`config.mk`:
```
export PLATFORM = sky130hd
export DESIGN_NAME = instr_queue
export DESIGN_NICKNAME = d
export VERILOG_FILES = /design/src/common/light_grid_pkg.sv /design/src/hdl/instr_queue.sv
export SDC_FILE = /design/constraint.sdc
export NUM_CORES = 1
export LEC_CHECK = 0
export BUFFER_PORTS_ARGS = -buffer_cell sky130_fd_sc_hd__buf_2
export CORE_MARGIN = 4
export CORE_UTILIZATION = 50
export DETAILED_ROUTE_END_ITERATION = 7
export HOLD_SLACK_MARGIN = 0.15
export PLACE_DENSITY = 0.72
export SYNTH_ARGS = -nofsm -noshare
export SYNTH_HDL_FRONTEND = slang
export SYNTH_SLANG_ARGS = --single-unit
```
`constraint.sdc`:
```
create_clock -name clk -period 4.3 [get_ports clk]
set_clock_uncertainty 0.1 [all_clocks]
set_input_delay 0.215 -clock clk [delete_from_list [all_inputs] [get_ports clk]]
set_output_delay 0.215 -clock clk [all_outputs]
set_load 0.005 [all_outputs]
```
`src/common/light_grid_pkg.sv`:
```
`default_nettype none

package light_grid_pkg;

    // Grid and stream sizes.
    localparam int GRID_SIZE = 1000;
    localparam int POSITION_WIDTH = 10;
    localparam int CHAR_WIDTH = 8;
    localparam int COUNT_WIDTH = 20; // Holds GRID_SIZE squared.
    localparam int QUEUE_DEPTH = 8;

    // ASCII codes the decoder cares about.
    typedef enum logic [CHAR_WIDTH-1:0] {
        CHAR_NUL   = 8'h00,
        CHAR_LF    = 8'h0A,
        CHAR_SPACE = 8'h20,
        CHAR_COMMA = 8'h2C,
        CHAR_ZERO  = 8'h30,
        CHAR_NINE  = 8'h39,
        CHAR_F     = 8'h66,
        CHAR_N     = 8'h6E,
        CHAR_O     = 8'h6F,
        CHAR_T     = 8'h74
    } char_t;

    typedef enum logic [1:0] {
        OP_OFF    = 2'b00,
        OP_TOGGLE = 2'b01,
        OP_ON     = 2'b11
    } op_t;

    // One normalized line of the input file.
    typedef struct packed {
        logic                      last;
        op_t                       op;
        logic [POSITION_WIDTH-1:0] start_row;
        logic [POSITION_WIDTH-1:0] start_col;
        logic [POSITION_WIDTH-1:0] end_row;
        logic [POSITION_WIDTH-1:0] end_col;
    } instr_t;

endpackage

`default_nettype wire

```
`src/hdl/instr_queue.sv`:
```
`default_nettype none

module instr_queue (
    input  logic                   clk,
    input  logic                   reset,
    input  logic                   push,
    input  light_grid_pkg::instr_t push_data,
    input  logic                   pop,
    output light_grid_pkg::instr_t head,
    output logic                   not_empty,
    output logic                   stall
);

    typedef logic [$clog2(light_grid_pkg::QUEUE_DEPTH)-1:0] ptr_t;
    typedef logic [$clog2(light_grid_pkg::QUEUE_DEPTH+1)-1:0] count_t;

    light_grid_pkg::instr_t mem [light_grid_pkg::QUEUE_DEPTH];
    ptr_t   wr_ptr;
    ptr_t   rd_ptr;
    count_t count;
    count_t free_entries;

    function automatic ptr_t next_ptr(input ptr_t ptr);
        return (ptr == ptr_t'(light_grid_pkg::QUEUE_DEPTH - 1)) ? '0 : ptr + ptr_t'(1);
    endfunction

    always_ff @(posedge clk) begin
        if (push) begin
            mem[wr_ptr] <= push_data;
        end
    end

    always_ff @(posedge clk) begin
        if (reset) begin
            wr_ptr <= '0;
            rd_ptr <= '0;
            count <= '0;
        end else begin
            if (push) wr_ptr <= next_ptr(wr_ptr);
            if (pop) rd_ptr <= next_ptr(rd_ptr);
            case ({push, pop})
                2'b10:   count <= count + count_t'(1);
                2'b01:   count <= count - count_t'(1);
                default: ;
            endcase
        end
    end

    assign head = mem[rd_ptr];
    assign not_empty = (count != '0);
    assign free_entries = count_t'(light_grid_pkg::QUEUE_DEPTH) - count;
    assign stall = (free_entries <= count_t'(1)); // Leaves room for one in-flight line.

endmodule

`default_nettype wire

```
==> results.py <==
metrics = {
    "final_layout": {
        "final_area_mm2": 0.0164,
        "fillCellCount": 1914,
        "fin_nets": 796,
        "synthToLayoutAreaGrowth_pct": 18.6,
        "drive_gt1_share_pct": 36.8,
    },
    "global_routing": {
        "grt_pass1_wl_um": 41200,
        "grt_start_max_net_pins": 44,
        "grt_usage_pct": 17.7,
        "grt_pass1_vias": 6985,
        "overflow": 0,
        "antenna_found_initial": 1,
    },
    "critical_path": {
        "endpoint_kind": "output port",
        "cp.arrival_ns": 2.82,
        "r2r-start": "wr_ptr[0]",
        "cp_data_required_time_ns": 3.98,
        "crit_fanout": 40,
        "critical_path_class": "register to output port",
        "critPathLaunchType": "register",
    },
    "sta": {
        "period_minus_slack_ns": 3.14,
        "fin_crit_sh_pct": 73.0,
        "rsz0062_at_grt": "no",
        "clock.fmax_mhz": 319,
        "timing_hold_violations_final": 0,
        "tns_ns": 0,
        "max-slew-margin-rel_pct": 30.7,
        "drv_slew": 0,
        "worst_pin_slew_ns": 1.04,
        "setup_viol": 0,
    },
    "yosys": {
        "synth_fp_nets": 631,
        "synth_compound_area_share_pct": 0.353,
        "synth_top_family_by_area": "multiplexers",
        "synth-async-reset-ratio_pct": 0,
        "ys_types": 30,
        "seq_area_frac_synth_pct": 76.5,
        "ys.flop_type": "edfxtp_1",
        "synth-adder-area-share_pct": 0.633,
        "synthesis.instances": 577,
        "synth-seq-cells": 357,
        "synth-simple-area-share_pct": 1.33,
        "synthXorXnorAreaFrac_pct": 0.190,
        "synth_edf_count": 344,
        "syn_area_mm2": 0.0138,
        "avgSynthCellArea_um2": 24.0,
        "synth.area.mux_share_pct": 19.4,
        "ys_warn_count": 0,
    },
    "place": {
        "dpl.hpwl_um": 14500,
        "io_buffers": 91,
        "place_area_mm2": 0.0147,
        "finalWeightedCongestion": 0.713,
    },
    "pwr": {
        "powerDensity_mw_per_mm2": 459,
        "power_leakage_nw": 5.48,
        "irDropWorstVdd_mv": 0.282,
    },
    "clock_tree": {
        "clock_sinks": 357,
        "cts_buffer_depth": 3,
        "clock-root-buffer": "clkbuf_16",
        "path_clk_slew_ns": 0.06,
        "cts_tree": "done",
        "htreeDepth": 2,
        "insertion_delay_ns": 0.52,
        "ctsResizeCount": 0,
        "cts_inserted_buffers": 37,
    },
    "floorplanning": {
        "die_h_um": 174,
        "io_pins": 92,
        "coreArea_mm2": 0.0271,
        "die_x_um": 174,
        "start_util_pct": 51.1,
        "die_area_mm2": 0.0304,
        "fp-row-count": 60,
    },
    "drt": {
        "vias": 6329,
        "first_pass_iters": 4,
        "antenna_left": 0,
        "routed_wl_um": 26500,
        "drt_iter0_markers": 428,
        "wl_per_cell_um": 23.2,
        "drcViolationCount": 0,
        "via_per_inst": 5.53,
    },
    "run_status": {
        "status": "finished, final reports clean",
    },
    "worst_hold_path": {
        "min-delay-start": "push_data[16]",
        "hold_class": "input pin to register",
    },
    "run": {
        "max-cap-violations": 0,
    },
}
through the flow:
step	hold slack, ns	total power [mW]	instances	util [%]	worst slack, ns
after floorplan	0.214	4.32	577	-	0.243
after global placement	0.368	4.48	1028	54.4	1.67
after detailed placement	0.382	4.50	1028	54.4	1.62
after CTS	0.377	7.61	1143	60.5	1.06
after global routing	0.403	7.81	1144	60.5	0.934
final	0.396	7.53	1144	60.5	1.16
registers in the layout (all words and copies together), names as in the netlist, named ones only:
register / count
count: 4
mem: 344
rd_ptr: 3
wr_ptr: 3
report_power, final:
part | leakage, nW | switching (mW) | internal, mW | total (mW)
logic | 1.66 | 0.224 | 0.287 | 0.511
clock network | 0.586 | 1.26 | 1.81 | 3.08
registers | 3.23 | 0.0541 | 3.89 | 3.94
total | 5.48 | 1.54 | 5.99 | 7.53
metal layers:
metal | share of wire, % | up-vias | track usage [%]
li1 | - | 2788 | -
met1 | 41 | 3338 | 23.1
met2 | 53 | 165 | 31.4
met3 | 4.7 | 38 | 3.65
met4 | 1.6 | 0 | 3.53
met5 | 0 | - | 0
cell families (layout without fill, tap and decap cells):
| kind of cell | Yosys count | in the layout |
|---|---|---|
| DFF | 357 | 357 |
| muxes | 133 | 133 |
| and+or+nand+nor | 39 | 39 |
| buffers and inverters | 29 | 223 |
| AOI/OAI and AO/OA | 9 | 9 |
| adders and majority gates | 7 | 7 |
| xor gates and xnor gates | 3 | 3 |
| other | 0 | 1 |
timing repair:
action,4_1_cts,5_1_grt
buffers inserted,0,0
hold buffers,47,0
endpoints found under the hold margin,357,0
layout by cell type, fill, tap and decap left out, drive strengths merged, types with 5 or more instances in the layout:
master	n
edfxtp	344
buf	106
mux4	86
dlygate4sd3	47
clkbuf	46
mux2	44
nor2	18
clkinv	17
dfxtp	13
ha	7
a21oi	6
nand2	5
nand2b	5
cell type report:
type	instances	area, um^2	area share, %
clock inverter	22	208	1.27
clock buffer	46	980	5.97
sequential	357	10600	64.6
multi-input combinational	191	3080	18.8
inverter	2	7.51	0.0457
timing repair buffer	153	1060	6.48
antenna	1	2.50	0.0152
tap	372	465	2.84
cell usage after synthesis (5+ instances only):
master    count  area (um^2)
a21oi_1       6         30.0
buf_12        5          100
buf_2         6         30.0
clkbuf_1      8         30.0
dfxtp_1      13          260
edfxtp_1    344        10300
ha_1          7         87.6
mux2_4       40          601
mux4_1       18          473
mux4_2       68         1530
nand2_1       5         18.8
nand2b_1      5         31.3
nor2_1       18         67.6
worst paths after layout:
path,depth (start not counted),end,slack (ns)
setup / recovery,4,head[27],1.16
hold / removal,2,mem[0][16],0.40
setup reg to reg,3,mem[5][28],2.04
hold reg to reg,2,count[2],0.44
worst max-delay path, stage by stage, from the launching register on:
cell and delay [ns]:
dfxtp_4 0.89, buf_4 0.39, mux4_1 0.60, mux2_4 0.28, buf_2 0.13
No activity file was read; power rests on OpenSTA's default activity.
