===== src/common/light_grid_pkg.sv =====
`default_nettype none

package light_grid_pkg;

    // Grid and stream sizes.
    localparam int GRID_SIZE = 1000;
    localparam int POSITION_WIDTH = 10;
    localparam int CHAR_WIDTH = 8;
    localparam int COUNT_WIDTH = 20; // Holds GRID_SIZE squared.
    localparam int QUEUE_DEPTH = 8;

    // ASCII codes the decoder cares about.
    typedef enum logic [CHAR_WIDTH-1:0] {
        CHAR_NUL   = 8'h00,
        CHAR_LF    = 8'h0A,
        CHAR_SPACE = 8'h20,
        CHAR_COMMA = 8'h2C,
        CHAR_ZERO  = 8'h30,
        CHAR_NINE  = 8'h39,
        CHAR_F     = 8'h66,
        CHAR_N     = 8'h6E,
        CHAR_O     = 8'h6F,
        CHAR_T     = 8'h74
    } char_t;

    typedef enum logic [1:0] {
        OP_OFF    = 2'b00,
        OP_TOGGLE = 2'b01,
        OP_ON     = 2'b11
    } op_t;

    // One normalized line of the input file.
    typedef struct packed {
        logic                      last;
        op_t                       op;
        logic [POSITION_WIDTH-1:0] start_row;
        logic [POSITION_WIDTH-1:0] start_col;
        logic [POSITION_WIDTH-1:0] end_row;
        logic [POSITION_WIDTH-1:0] end_col;
    } instr_t;

endpackage

`default_nettype wire


===== src/hdl/line_decoder.sv =====
`default_nettype none

module line_decoder (
    input  logic                                  clk,
    input  logic                                  reset,
    input  logic                                  in_valid,
    input  logic [light_grid_pkg::CHAR_WIDTH-1:0] in_data,
    output logic                                  end_of_file,
    output logic                                  instr_valid,
    output light_grid_pkg::instr_t                instr
);

    typedef enum logic [1:0] {
        FIELD_START_ROW,
        FIELD_START_COL,
        FIELD_END_ROW,
        FIELD_END_COL
    } field_t;

    field_t                                     field;
    logic [light_grid_pkg::CHAR_WIDTH-1:0]      prev_char;
    logic [light_grid_pkg::CHAR_WIDTH-1:0]      delimiter;
    light_grid_pkg::op_t                        op;
    logic [light_grid_pkg::POSITION_WIDTH-1:0]  acc;
    logic [light_grid_pkg::POSITION_WIDTH-1:0]  acc_next;
    logic [light_grid_pkg::POSITION_WIDTH-1:0]  digit;
    logic [light_grid_pkg::POSITION_WIDTH-1:0]  start_row;
    logic [light_grid_pkg::POSITION_WIDTH-1:0]  start_col;
    logic [light_grid_pkg::POSITION_WIDTH-1:0]  end_row;
    logic [light_grid_pkg::POSITION_WIDTH-1:0]  end_col;
    logic                                       in_digit;
    logic                                       prev_digit;
    logic                                       field_done;
    logic                                       issue;

    assign in_digit = (in_data >= light_grid_pkg::CHAR_ZERO) &&
                      (in_data <= light_grid_pkg::CHAR_NINE);
    assign prev_digit = (prev_char >= light_grid_pkg::CHAR_ZERO) &&
                        (prev_char <= light_grid_pkg::CHAR_NINE);
    assign digit = light_grid_pkg::POSITION_WIDTH'(in_data - light_grid_pkg::CHAR_ZERO);

    // A new number restarts on its first digit.
    assign acc_next = prev_digit ? acc * light_grid_pkg::POSITION_WIDTH'(10) + digit : digit;

    always_comb begin
        case (field)
            FIELD_START_ROW: delimiter = light_grid_pkg::CHAR_COMMA;
            FIELD_START_COL: delimiter = light_grid_pkg::CHAR_SPACE;
            FIELD_END_ROW:   delimiter = light_grid_pkg::CHAR_COMMA;
            default:         delimiter = light_grid_pkg::CHAR_LF;
        endcase
    end

    assign field_done = in_valid && (in_data == delimiter);
    assign issue = in_valid && (prev_char == light_grid_pkg::CHAR_LF); // Line is complete.

    always_ff @(posedge clk) begin
        if (reset) begin
            prev_char <= light_grid_pkg::CHAR_SPACE;
            field <= FIELD_START_ROW;
            op <= light_grid_pkg::OP_OFF;
        end else if (in_valid) begin
            prev_char <= in_data;
            if (field_done) begin
                field <= field_t'(field + 2'd1); // Wraps back to start row on LF.
            end
            case ({prev_char, in_data})
                {light_grid_pkg::CHAR_O, light_grid_pkg::CHAR_F}: op <= light_grid_pkg::OP_OFF;
                {light_grid_pkg::CHAR_T, light_grid_pkg::CHAR_O}: op <= light_grid_pkg::OP_TOGGLE;
                {light_grid_pkg::CHAR_O, light_grid_pkg::CHAR_N}: op <= light_grid_pkg::OP_ON;
                default: ;
            endcase
        end
    end

    always_ff @(posedge clk) begin
        if (in_valid && in_digit) begin
            acc <= acc_next;
        end
    end

    // Each field is written once per line, by its closing delimiter.
    always_ff @(posedge clk) begin
        if (field_done) begin
            case (field)
                FIELD_START_ROW: start_row <= acc;
                FIELD_START_COL: start_col <= acc;
                FIELD_END_ROW:   end_row <= acc;
                default:         end_col <= acc;
            endcase
        end
    end

    always_ff @(posedge clk) begin
        if (reset) begin
            instr_valid <= 1'b0;
            end_of_file <= 1'b0;
        end else begin
            instr_valid <= issue;
            if (in_valid && prev_char == light_grid_pkg::CHAR_NUL &&
                in_data == light_grid_pkg::CHAR_NUL) begin
                end_of_file <= 1'b1;
            end
        end
    end

    always_ff @(posedge clk) begin
        if (issue) begin
            instr <= '{
                last:      (in_data == light_grid_pkg::CHAR_NUL),
                op:        op,
                start_row: start_row,
                start_col: start_col,
                end_row:   end_row,
                end_col:   end_col
            };
        end
    end

endmodule

`default_nettype wire


===== config.mk =====
export PLATFORM = sky130hd
export DESIGN_NAME = line_decoder
export DESIGN_NICKNAME = d
export VERILOG_FILES = /design/src/common/light_grid_pkg.sv /design/src/hdl/line_decoder.sv
export SDC_FILE = /design/constraint.sdc
export NUM_CORES = 1
export LEC_CHECK = 0
export BUFFER_PORTS_ARGS = -buffer_cell sky130_fd_sc_hd__buf_4
export CAP_MARGIN = 30
export CORE_MARGIN = 5
export CORE_UTILIZATION = 57
export CTS_CLUSTER_DIAMETER = 80
export CTS_CLUSTER_SIZE = 12
export DETAILED_ROUTE_END_ITERATION = 10
export PLACE_DENSITY = 0.79
export SLEW_MARGIN = 10
export SYNTH_ARGS = -nofsm -noshare
export SYNTH_HDL_FRONTEND = slang
export SYNTH_SLANG_ARGS = --single-unit

===== constraint.sdc =====
create_clock -name clk -period 4.8 [get_ports clk]
set_clock_uncertainty 0.2 [all_clocks]
set_input_delay 0 -clock clk [delete_from_list [all_inputs] [get_ports clk]]
set_output_delay 0 -clock clk [all_outputs]
set_load 0.02 [all_outputs]

==> metrics.md, run 1 <==
| Metric | Value |
|---|---|
| CP max stage cell | `edfxtp_1` |
| CP delay by family, top | `adder cells` |
| Asr flop ratio synth | `0` |
| Pre-CTS setup slack | `1350 ps` |
| Max incr delay on CP | `510 ps` |
| Crit start category | `register` |
| Fillers | `472` |
| Peak Freq | `287.9 MHz` |
| Met3 routed WL | `395 um` |
| Rel. slew slack | `0.4129` |
| Max clock buf depth | `2` |
| CP Launch Point | `acc[1]` |
| Clk pwr share | `0.316` |
| WS Path Type | `reg2reg` |
| Vias | `2460` |
| # setup viols final | `0` |
| MaxCap Viol Count | `0` |
| Worst Slack Setup Final | `1327 ps` |
| Commonest non-fill, non-tap cell in the layout | `edfxtp_1` |
| First-pass GRT wire length | `12.10 mm` |
| Final Hold Vio Count | `0` |
| WL met2 | `3.623 mm` |
| Worst-Skew Late Latency | `350 ps` |
| Internal Pwr Total | `1.273 mW` |
| Layout cell share with drive strength beyond 1 | `0.2228` |
| Initial antenna violation count | `0` |
| Outcome | `complete, no violations` |
| Die W | `97.30 um` |
| Clock-pin slew on the worst setup and hold paths | `100 ps` |
| Worst setup EP type | `register` |
| Critical Path RT | `4690 ps` |
| Post-route setup TNS | `0 ps` |
| Min Tclk post-route | `3473 ps` |
| Switch share | `0.2288` |
| Power Density | `317.7 nW/um^2` |
| Max Used Layer | `met4` |
| Mapped Area | `4344 um^2` |
| CP bufs+invs | `0` |
| Synth area leaders | `edfxtp_1 (64%), ha_1 (7.8%), dfxtp_1 (6.5%), xnor2_1 (2.0%), mux2i_1 (1.8%)` |
| ANT cells | `0` |
| Sequential-to-total area share from yosys stat | `0.7074` |
| Final net count | `394` |
| Avg Cell Area, Syn | `15.57 um^2` |
| Hold path start | `in_data[0]` |
| Synth top area share | `0.6429` |
| Row cnt | `31` |
| Initial core utilization | `0.5926` |
| Die height | `97.30 um` |
| Synth Instances | `279` |
| Largest net degree at the start of global routing | `44` |
| Pins Over Slew Limit | `0` |
| Final ANT Viol Nets | `0` |
| Leak | `1.974 nW` |
| Die area | `9467 um^2` |
| Register bit total from synthesis | `107` |
| DRT iter0 DRCs | `120` |
| Fin crit share | `0.7235` |
| Combinational fraction of design power | `0.071` |
| GR Overflow Total | `0` |
| First-pass detailed-route iteration total | `4` |
| DRT met1 WL | `3.287 mm` |
| Hold WS | `218.7 ps` |
| Sink Count | `107` |
| NetSw | `0.3778 mW` |
| Hpwl dp | `5.212 mm` |
| Post-CTS resize count | `0` |
| Critical path, cell by cell | `ha_1 -> ha_1 -> fa_1 -> a21o_1 -> a21oi_1 -> xnor2_1 -> ha_1 -> a211o_1 -> o32ai_1 -> xnor3_1 -> nand2_1 -> xnor2_1` |
| Core Area | `7331 um^2` |
| Syn Nets | `319` |
| Sequential power share | `0.613` |
| Via density per instance | `5.371` |
| Crit path top cell by count | `ha_1` |
| Ports | `56` |
| Netlist cell types | `40` |
| Area growth syn-to-layout | `19.61%` |
| RSZ-0062 raised after global routing | `false` |
| Post-route DRC | `0` |
| Yosys top cell by area | `edfxtp_1` |
| Crit path max fanout | `7` |
| Vias in the first global route | `2360` |
| Worst min-delay path class | `in2reg` |
| Avg WL per Cell | `16.13 um` |
| TritonCTS clock tree | `built` |
| Ys flop type | `edfxtp_1` |
| Reg2reg start | `acc[1]` |
| Post-synth EDFFs | `93` |
| Root Driver | `clkbuf_8` |
| RD Place Congestion | `0.8583` |
| Total CTS buffers | `9` |
| VDD IR max | `0.1627 mV` |
| GR Util All Layers | `0.1620` |
| Number of port buffers | `55` |
| Crit path DAT | `3370 ps` |
| H-tree depth | `3` |
| Commonest non-fill, non-tap cells in the layout | `edfxtp_1 (93), buf_4 (56), ha_1 (27)` |
| Post-Route WL | `7.388 mm` |
| Syn. warnings | `0` |
| Tightest Pin Transition | `877.4 ps` |
## what timing repair did
item,4_1_cts,5_1_grt
hold buffers,12,0
endpoints found under the setup margin,0,0
setup buffers,0,0
endpoints found under the hold margin,24,0
## kinds of logic (layout without fill, tap and decap cells)
| logic type | Yosys count | in the layout | share of synthesized area |
|---|---|---|---|
| flip-flops | 107 | 107 | 0.7074 |
| AND/OR/NAND/NOR | 64 | 64 | 0.07747 |
| AO/OA/AOI/OAI | 42 | 42 | 0.06308 |
| adder cells (fa/ha/maj) | 29 | 29 | 0.08698 |
| XOR/XNOR | 16 | 16 | 0.03542 |
| buffers and inverters | 13 | 93 | 0.01123 |
| multiplexers | 8 | 8 | 0.01843 |
## registers in the layout (all words and copies together) (netlist names)
signal and flops:
acc 10, end_col 10, end_of_file 1, end_row 10
field 2, instr 43, instr_valid 1, op 2
prev_char 8, start_col 10, start_row 10
## cell type report
cell class	count	area, um^2	area share
Clock inverter	6	60.06	0.01156
Sequential cell	107	3073	0.5914
Inverter	9	33.78	0.006501
Tap cell	99	123.9	0.02384
Multi-Input combinational cell	159	1227	0.2362
Timing Repair Buffer	68	540.5	0.1040
Clock buffer	10	137.6	0.02649
## synth_stat cells (4+ instances only)
master    count
inv_1         9
o21ai_0       9
xnor2_1      10
a21oi_1      11
xor2_1        5
ha_1         27
nor2_1       19
mux2i_1       8
nor3_1        5
dfxtp_1      14
and2_2        4
a21o_1        5
nand2_1      15
nand2b_1      4
edfxtp_1     93
## metal layers
metal,track usage,vias up
met5,0,-
met1,0.2093,1194
met3,0.04092,8
met2,0.2734,67
li1,-,1191
met4,0.04473,0
## power groups by stage
stage	clock (mW)	sequential (mW)	combinational, mW
floorplan	0	1.03	0.0787
global placement	0	1.03	0.106
detailed placement	0	1.03	0.108
CTS	0.529	1.01	0.116
global route	0.581	1.01	0.129
finish	0.522	1.01	0.116
## worst reg2reg max path, delay by kind of cell, from the launching register on
kind	cells	cell delay, ps
adders and majority gates	4	1190
AOI/OAI and AO/OA	4	830
DFF	1	510
xor gates and xnor gates	3	410
and+or+nand+nor	1	90
## final timing paths
check / to / slack [ps] / cells after the start
worst min register to register: instr[2] / 220 / 0
worst max-delay path: acc[9] / 1330 / 12
worst max register to register: acc[9] / 1330 / 12
worst min-delay path: acc[0] / 220 / 2
## per-stage QoR
step	power, mW	instances	cell area, um^2	util
CTS	1.657	458	5196	0.7088
global route	1.723	458	5196	0.7088
detailed placement	1.142	430	4878	0.6655
floorplan	1.110	279	4344	-
global placement	1.139	430	4878	0.6655
finish	1.651	458	5196	0.7088
Note: power is estimated with default switching activity, not from simulation.
==> inputs of run 2 (changes only) <==
--- a/config.mk
+++ b/config.mk
@@ -5,14 +5,15 @@
 export SDC_FILE = /design/constraint.sdc
 export NUM_CORES = 1
 export LEC_CHECK = 0
+export ABC_AREA = 1
 export BUFFER_PORTS_ARGS = -buffer_cell sky130_fd_sc_hd__buf_4
 export CAP_MARGIN = 30
 export CORE_MARGIN = 5
-export CORE_UTILIZATION = 57
+export CORE_UTILIZATION = 52
 export CTS_CLUSTER_DIAMETER = 80
 export CTS_CLUSTER_SIZE = 12
 export DETAILED_ROUTE_END_ITERATION = 10
-export PLACE_DENSITY = 0.79
+export PLACE_DENSITY = 0.76
 export SLEW_MARGIN = 10
 export SYNTH_ARGS = -nofsm -noshare
 export SYNTH_HDL_FRONTEND = slang
==> constraint.sdc (replaced) <==
create_clock -name clk -period 3.1 [get_ports clk]
set_clock_uncertainty 0.2 [all_clocks]
set_input_delay 0 -clock clk [delete_from_list [all_inputs] [get_ports clk]]
set_output_delay 0 -clock clk [all_outputs]
set_load 0.02 [all_outputs]
==> run 2 against run 1 <==
Non-clock buffer count grew 20. Final cell count rose by 25%. Synthesized area up 3.9%. Die area increased by 12%. Flip-flop and latch count is the same. Synthesized cell count is 30% higher. Critical path depth is the same. Worst setup slack got worse by 1200 ps. Largest power group unchanged. Highest routed layer unchanged.
==> metrics.md, run 2 <==
| Metric | Value |
|---|---|
| Die area | `10640 um^2` |
| Pins Over Slew Limit | `0` |
| Asr flop ratio synth | `0` |
| GR Util All Layers | `0.1653` |
| Power Density | `475.5 nW/um^2` |
| Max FFs per register | `43` |
| Hold WS | `195.1 ps` |
| Register bit total from synthesis | `107` |
| Critical path, cell by cell | `ha_1 -> ha_1 -> a21oi_1 -> nand2_1 -> xor2_1 -> ha_1 -> a21oi_2 -> nand2_1 -> a21oi_2 -> nand3_1 -> nand3_1 -> nand2_1` |
| Synth Area in XOR/XNOR | `0.01553` |
| CP max stage cell | `edfxtp_1` |
| Worst min-delay path class | `in2reg` |
| Post-route DRC | `0` |
| Die W | `103.2 um` |
| CP delay by family, top | `adder cells` |
| Synth top area share | `0.6188` |
| Path depth of the worst reg2reg path | `12` |
| Min Tclk post-route | `2977 ps` |
| VDD IR max | `0.2810 mV` |
| Via density per instance | `5.119` |
| Synth area leaders | `edfxtp_1 (62%), ha_1 (7.5%), dfxtp_1 (6.2%), nand2_1 (5.2%), inv_1 (3.1%)` |
| Compound-cell area share of the yosys netlist | `0.05545` |
| Fin crit share | `0.9605` |
| Top post-synthesis cells by count | `edfxtp_1 (93), nand2_1 (62), inv_1 (37), nor2_1 (29), ha_1 (27)` |
| Vias in the first global route | `2770` |
| Syn. warnings | `0` |
| Mapped Area | `4513 um^2` |
| Row cnt | `34` |
| Crit start category | `register` |
| Sequential-to-total area share from yosys stat | `0.6809` |
| Tightest Pin Transition | `538.8 ps` |
| Max incr delay on CP | `500 ps` |
| Number of port buffers | `55` |
| Area after DPL | `5140 um^2` |
| Vias | `2928` |
| First-pass GRT wire length | `13.18 mm` |
| H-tree depth | `3` |
| Final Cell Area | `5624 um^2` |
| # setup viols final | `0` |
| Commonest non-fill, non-tap cells in the layout | `edfxtp_1 (93), buf_4 (72), nand2_1 (62)` |
| Layout Cells excl Fill | `572` |
| Initial core utilization | `0.5252` |
| Outcome | `complete, no violations` |
| CP bufs+invs | `0` |
| Main combinational cell family by area after synthesis | `simple AND/OR/NAND/NOR gates` |
| Power Total | `2.674 mW` |
| Worst setup EP type | `register` |
| Hpwl dp | `5.979 mm` |
| Max clock buf depth | `2` |
| GR Overflow Total | `0` |
| Final Hold Vio Count | `0` |
| Total CTS buffers | `9` |
| Simple-gate share of the synthesized area | `0.1259` |
| RD Place Congestion | `0.9809` |
| Leak | `2.234 nW` |
| WS Path Type | `reg2reg` |
| Footprint of the multi-input gates | `1365 um^2` |
| Hold path start | `reset` |
| Critical Path RT | `3020 ps` |
| Layout cell share with drive strength beyond 1 | `0.2435` |
| R2r setup slk | `120 ps` |
| Crit path DAT | `2900 ps` |
| Post-synthesis mux area share | `0` |
| TritonCTS clock tree | `built` |
| Final ANT Viol Nets | `0` |
| Clock-pin slew on the worst setup and hold paths | `110 ps` |
| Most flops, register | `instr` |
| Avg Cell Area, Syn | `12.47 um^2` |
| Post-synth EDFFs | `93` |
| Initial antenna violation count | `0` |
| Root Driver | `clkbuf_8` |
| Ys flop type | `edfxtp_1` |
| Rel. slew slack | `0.6395` |
| ANT cells | `0` |
| Yosys top cell by area | `edfxtp_1` |
| Commonest non-fill, non-tap cell in the layout | `edfxtp_1` |
| DRT iter0 DRCs | `221` |
| Largest net degree at the start of global routing | `44` |
| Peak Freq | `335.9 MHz` |
| Post-Synth Adder-Cell Area | `0.08373` |
| Area taken by flip-flops and latches | `3073 um^2` |
| Area growth syn-to-layout | `24.62%` |
| Core Area | `8593 um^2` |
| Final net count | `499` |
| Most numerous cell in the Yosys netlist | `edfxtp_1` |
| Placed Instances | `534` |
| Fillers | `600` |
| Crit path max fanout | `5` |
| Syn Nets | `402` |
| Hold Path End | `end_of_file` |
| Post-Route WL | `8.490 mm` |
| Reg2reg end | `acc[9]` |
| Sink Count | `107` |
| Die height | `103.2 um` |
| MaxCap Viol Count | `0` |
| Hold Path Depth | `3` |
| Ports | `56` |
| Synth Instances | `362` |
| Avg WL per Cell | `14.84 um` |
| Worst-Skew Late Latency | `370 ps` |
| Netlist cell types | `33` |
| First-pass detailed-route iteration total | `6` |
| Reg2reg start | `acc[4]` |
-- run 2: area by class of cell --
| type | instances | area share |
|---|---|---|
| well taps | 108 | 0.02403 |
| repair buffers | 88 | 0.1246 |
| clock inverters | 7 | 0.01201 |
| inverters | 42 | 0.02825 |
| flip-flops and latches | 107 | 0.5464 |
| multi-input cells | 211 | 0.2427 |
| clock buffers | 9 | 0.02202 |
-- run 2: power breakdown --
| part | leakage, nW | total [mW] | internal (mW) | switching, mW |
|---|---|---|---|---|
| clock | 0.0989 | 0.805 | 0.312 | 0.494 |
| combinational | 1.18 | 0.292 | 0.123 | 0.169 |
| sequential | 0.952 | 1.58 | 1.56 | 0.0124 |
-- run 2: kinds of logic after synthesis --
family | count (synthesis)
compound gates | 45
fa+ha+maj | 29
simple gates | 129
xor+xnor | 8
flops | 107
buf+inv | 44
-- run 2: worst min-delay path, delay by kind of cell --
| kind | cells | cell delay (ps) |
|---|---|---|
| compound gates | 1 | 50 |
| buf+inv | 2 | 680 |
-- run 2: how the worst max path moves through the flow --
stage / from / end / cells after the start / slack, ps
2_1_floorplan: prev_char[4] / instr[0] / 5 / 120
3_3_place_gp: acc[1] / acc[9] / 13 / 130
3_5_place_dp: acc[3] / acc[8] / 13 / 50
4_1_cts: acc[3] / acc[8] / 13 / 20
5_1_grt: acc[3] / acc[9] / 15 / -20
6_report: acc[4] / acc[9] / 12 / 120
-- run 2: metrics by stage --
stage / setup slack [ps] / TNS [ps] / util
finish: 122.6 / 0 / 0.6545
global route: -22.09 / -33.02 / 0.6545
CTS: 21.03 / 0 / 0.6391
floorplan: 124.2 / 0 / -
global placement: 126.3 / 0 / 0.5981
detailed placement: 49.45 / 0 / 0.5981
-- run 2: layer usage --
layer	track usage	up-vias	wire, um
met3	0.03315	26	627
met5	0	-	0
li1	-	1450	-
met2	0.2654	116	4103
met1	0.2111	1336	3434
met4	0.09064	0	324
-- run 2: timing repair --
item | CTS | global route
setup buffers | 0 | 6
endpoints found under the setup margin | 0 | 2
hold endpoints to repair | 22 | 0
hold buffers | 16 | 0
resized for setup | 0 | 14
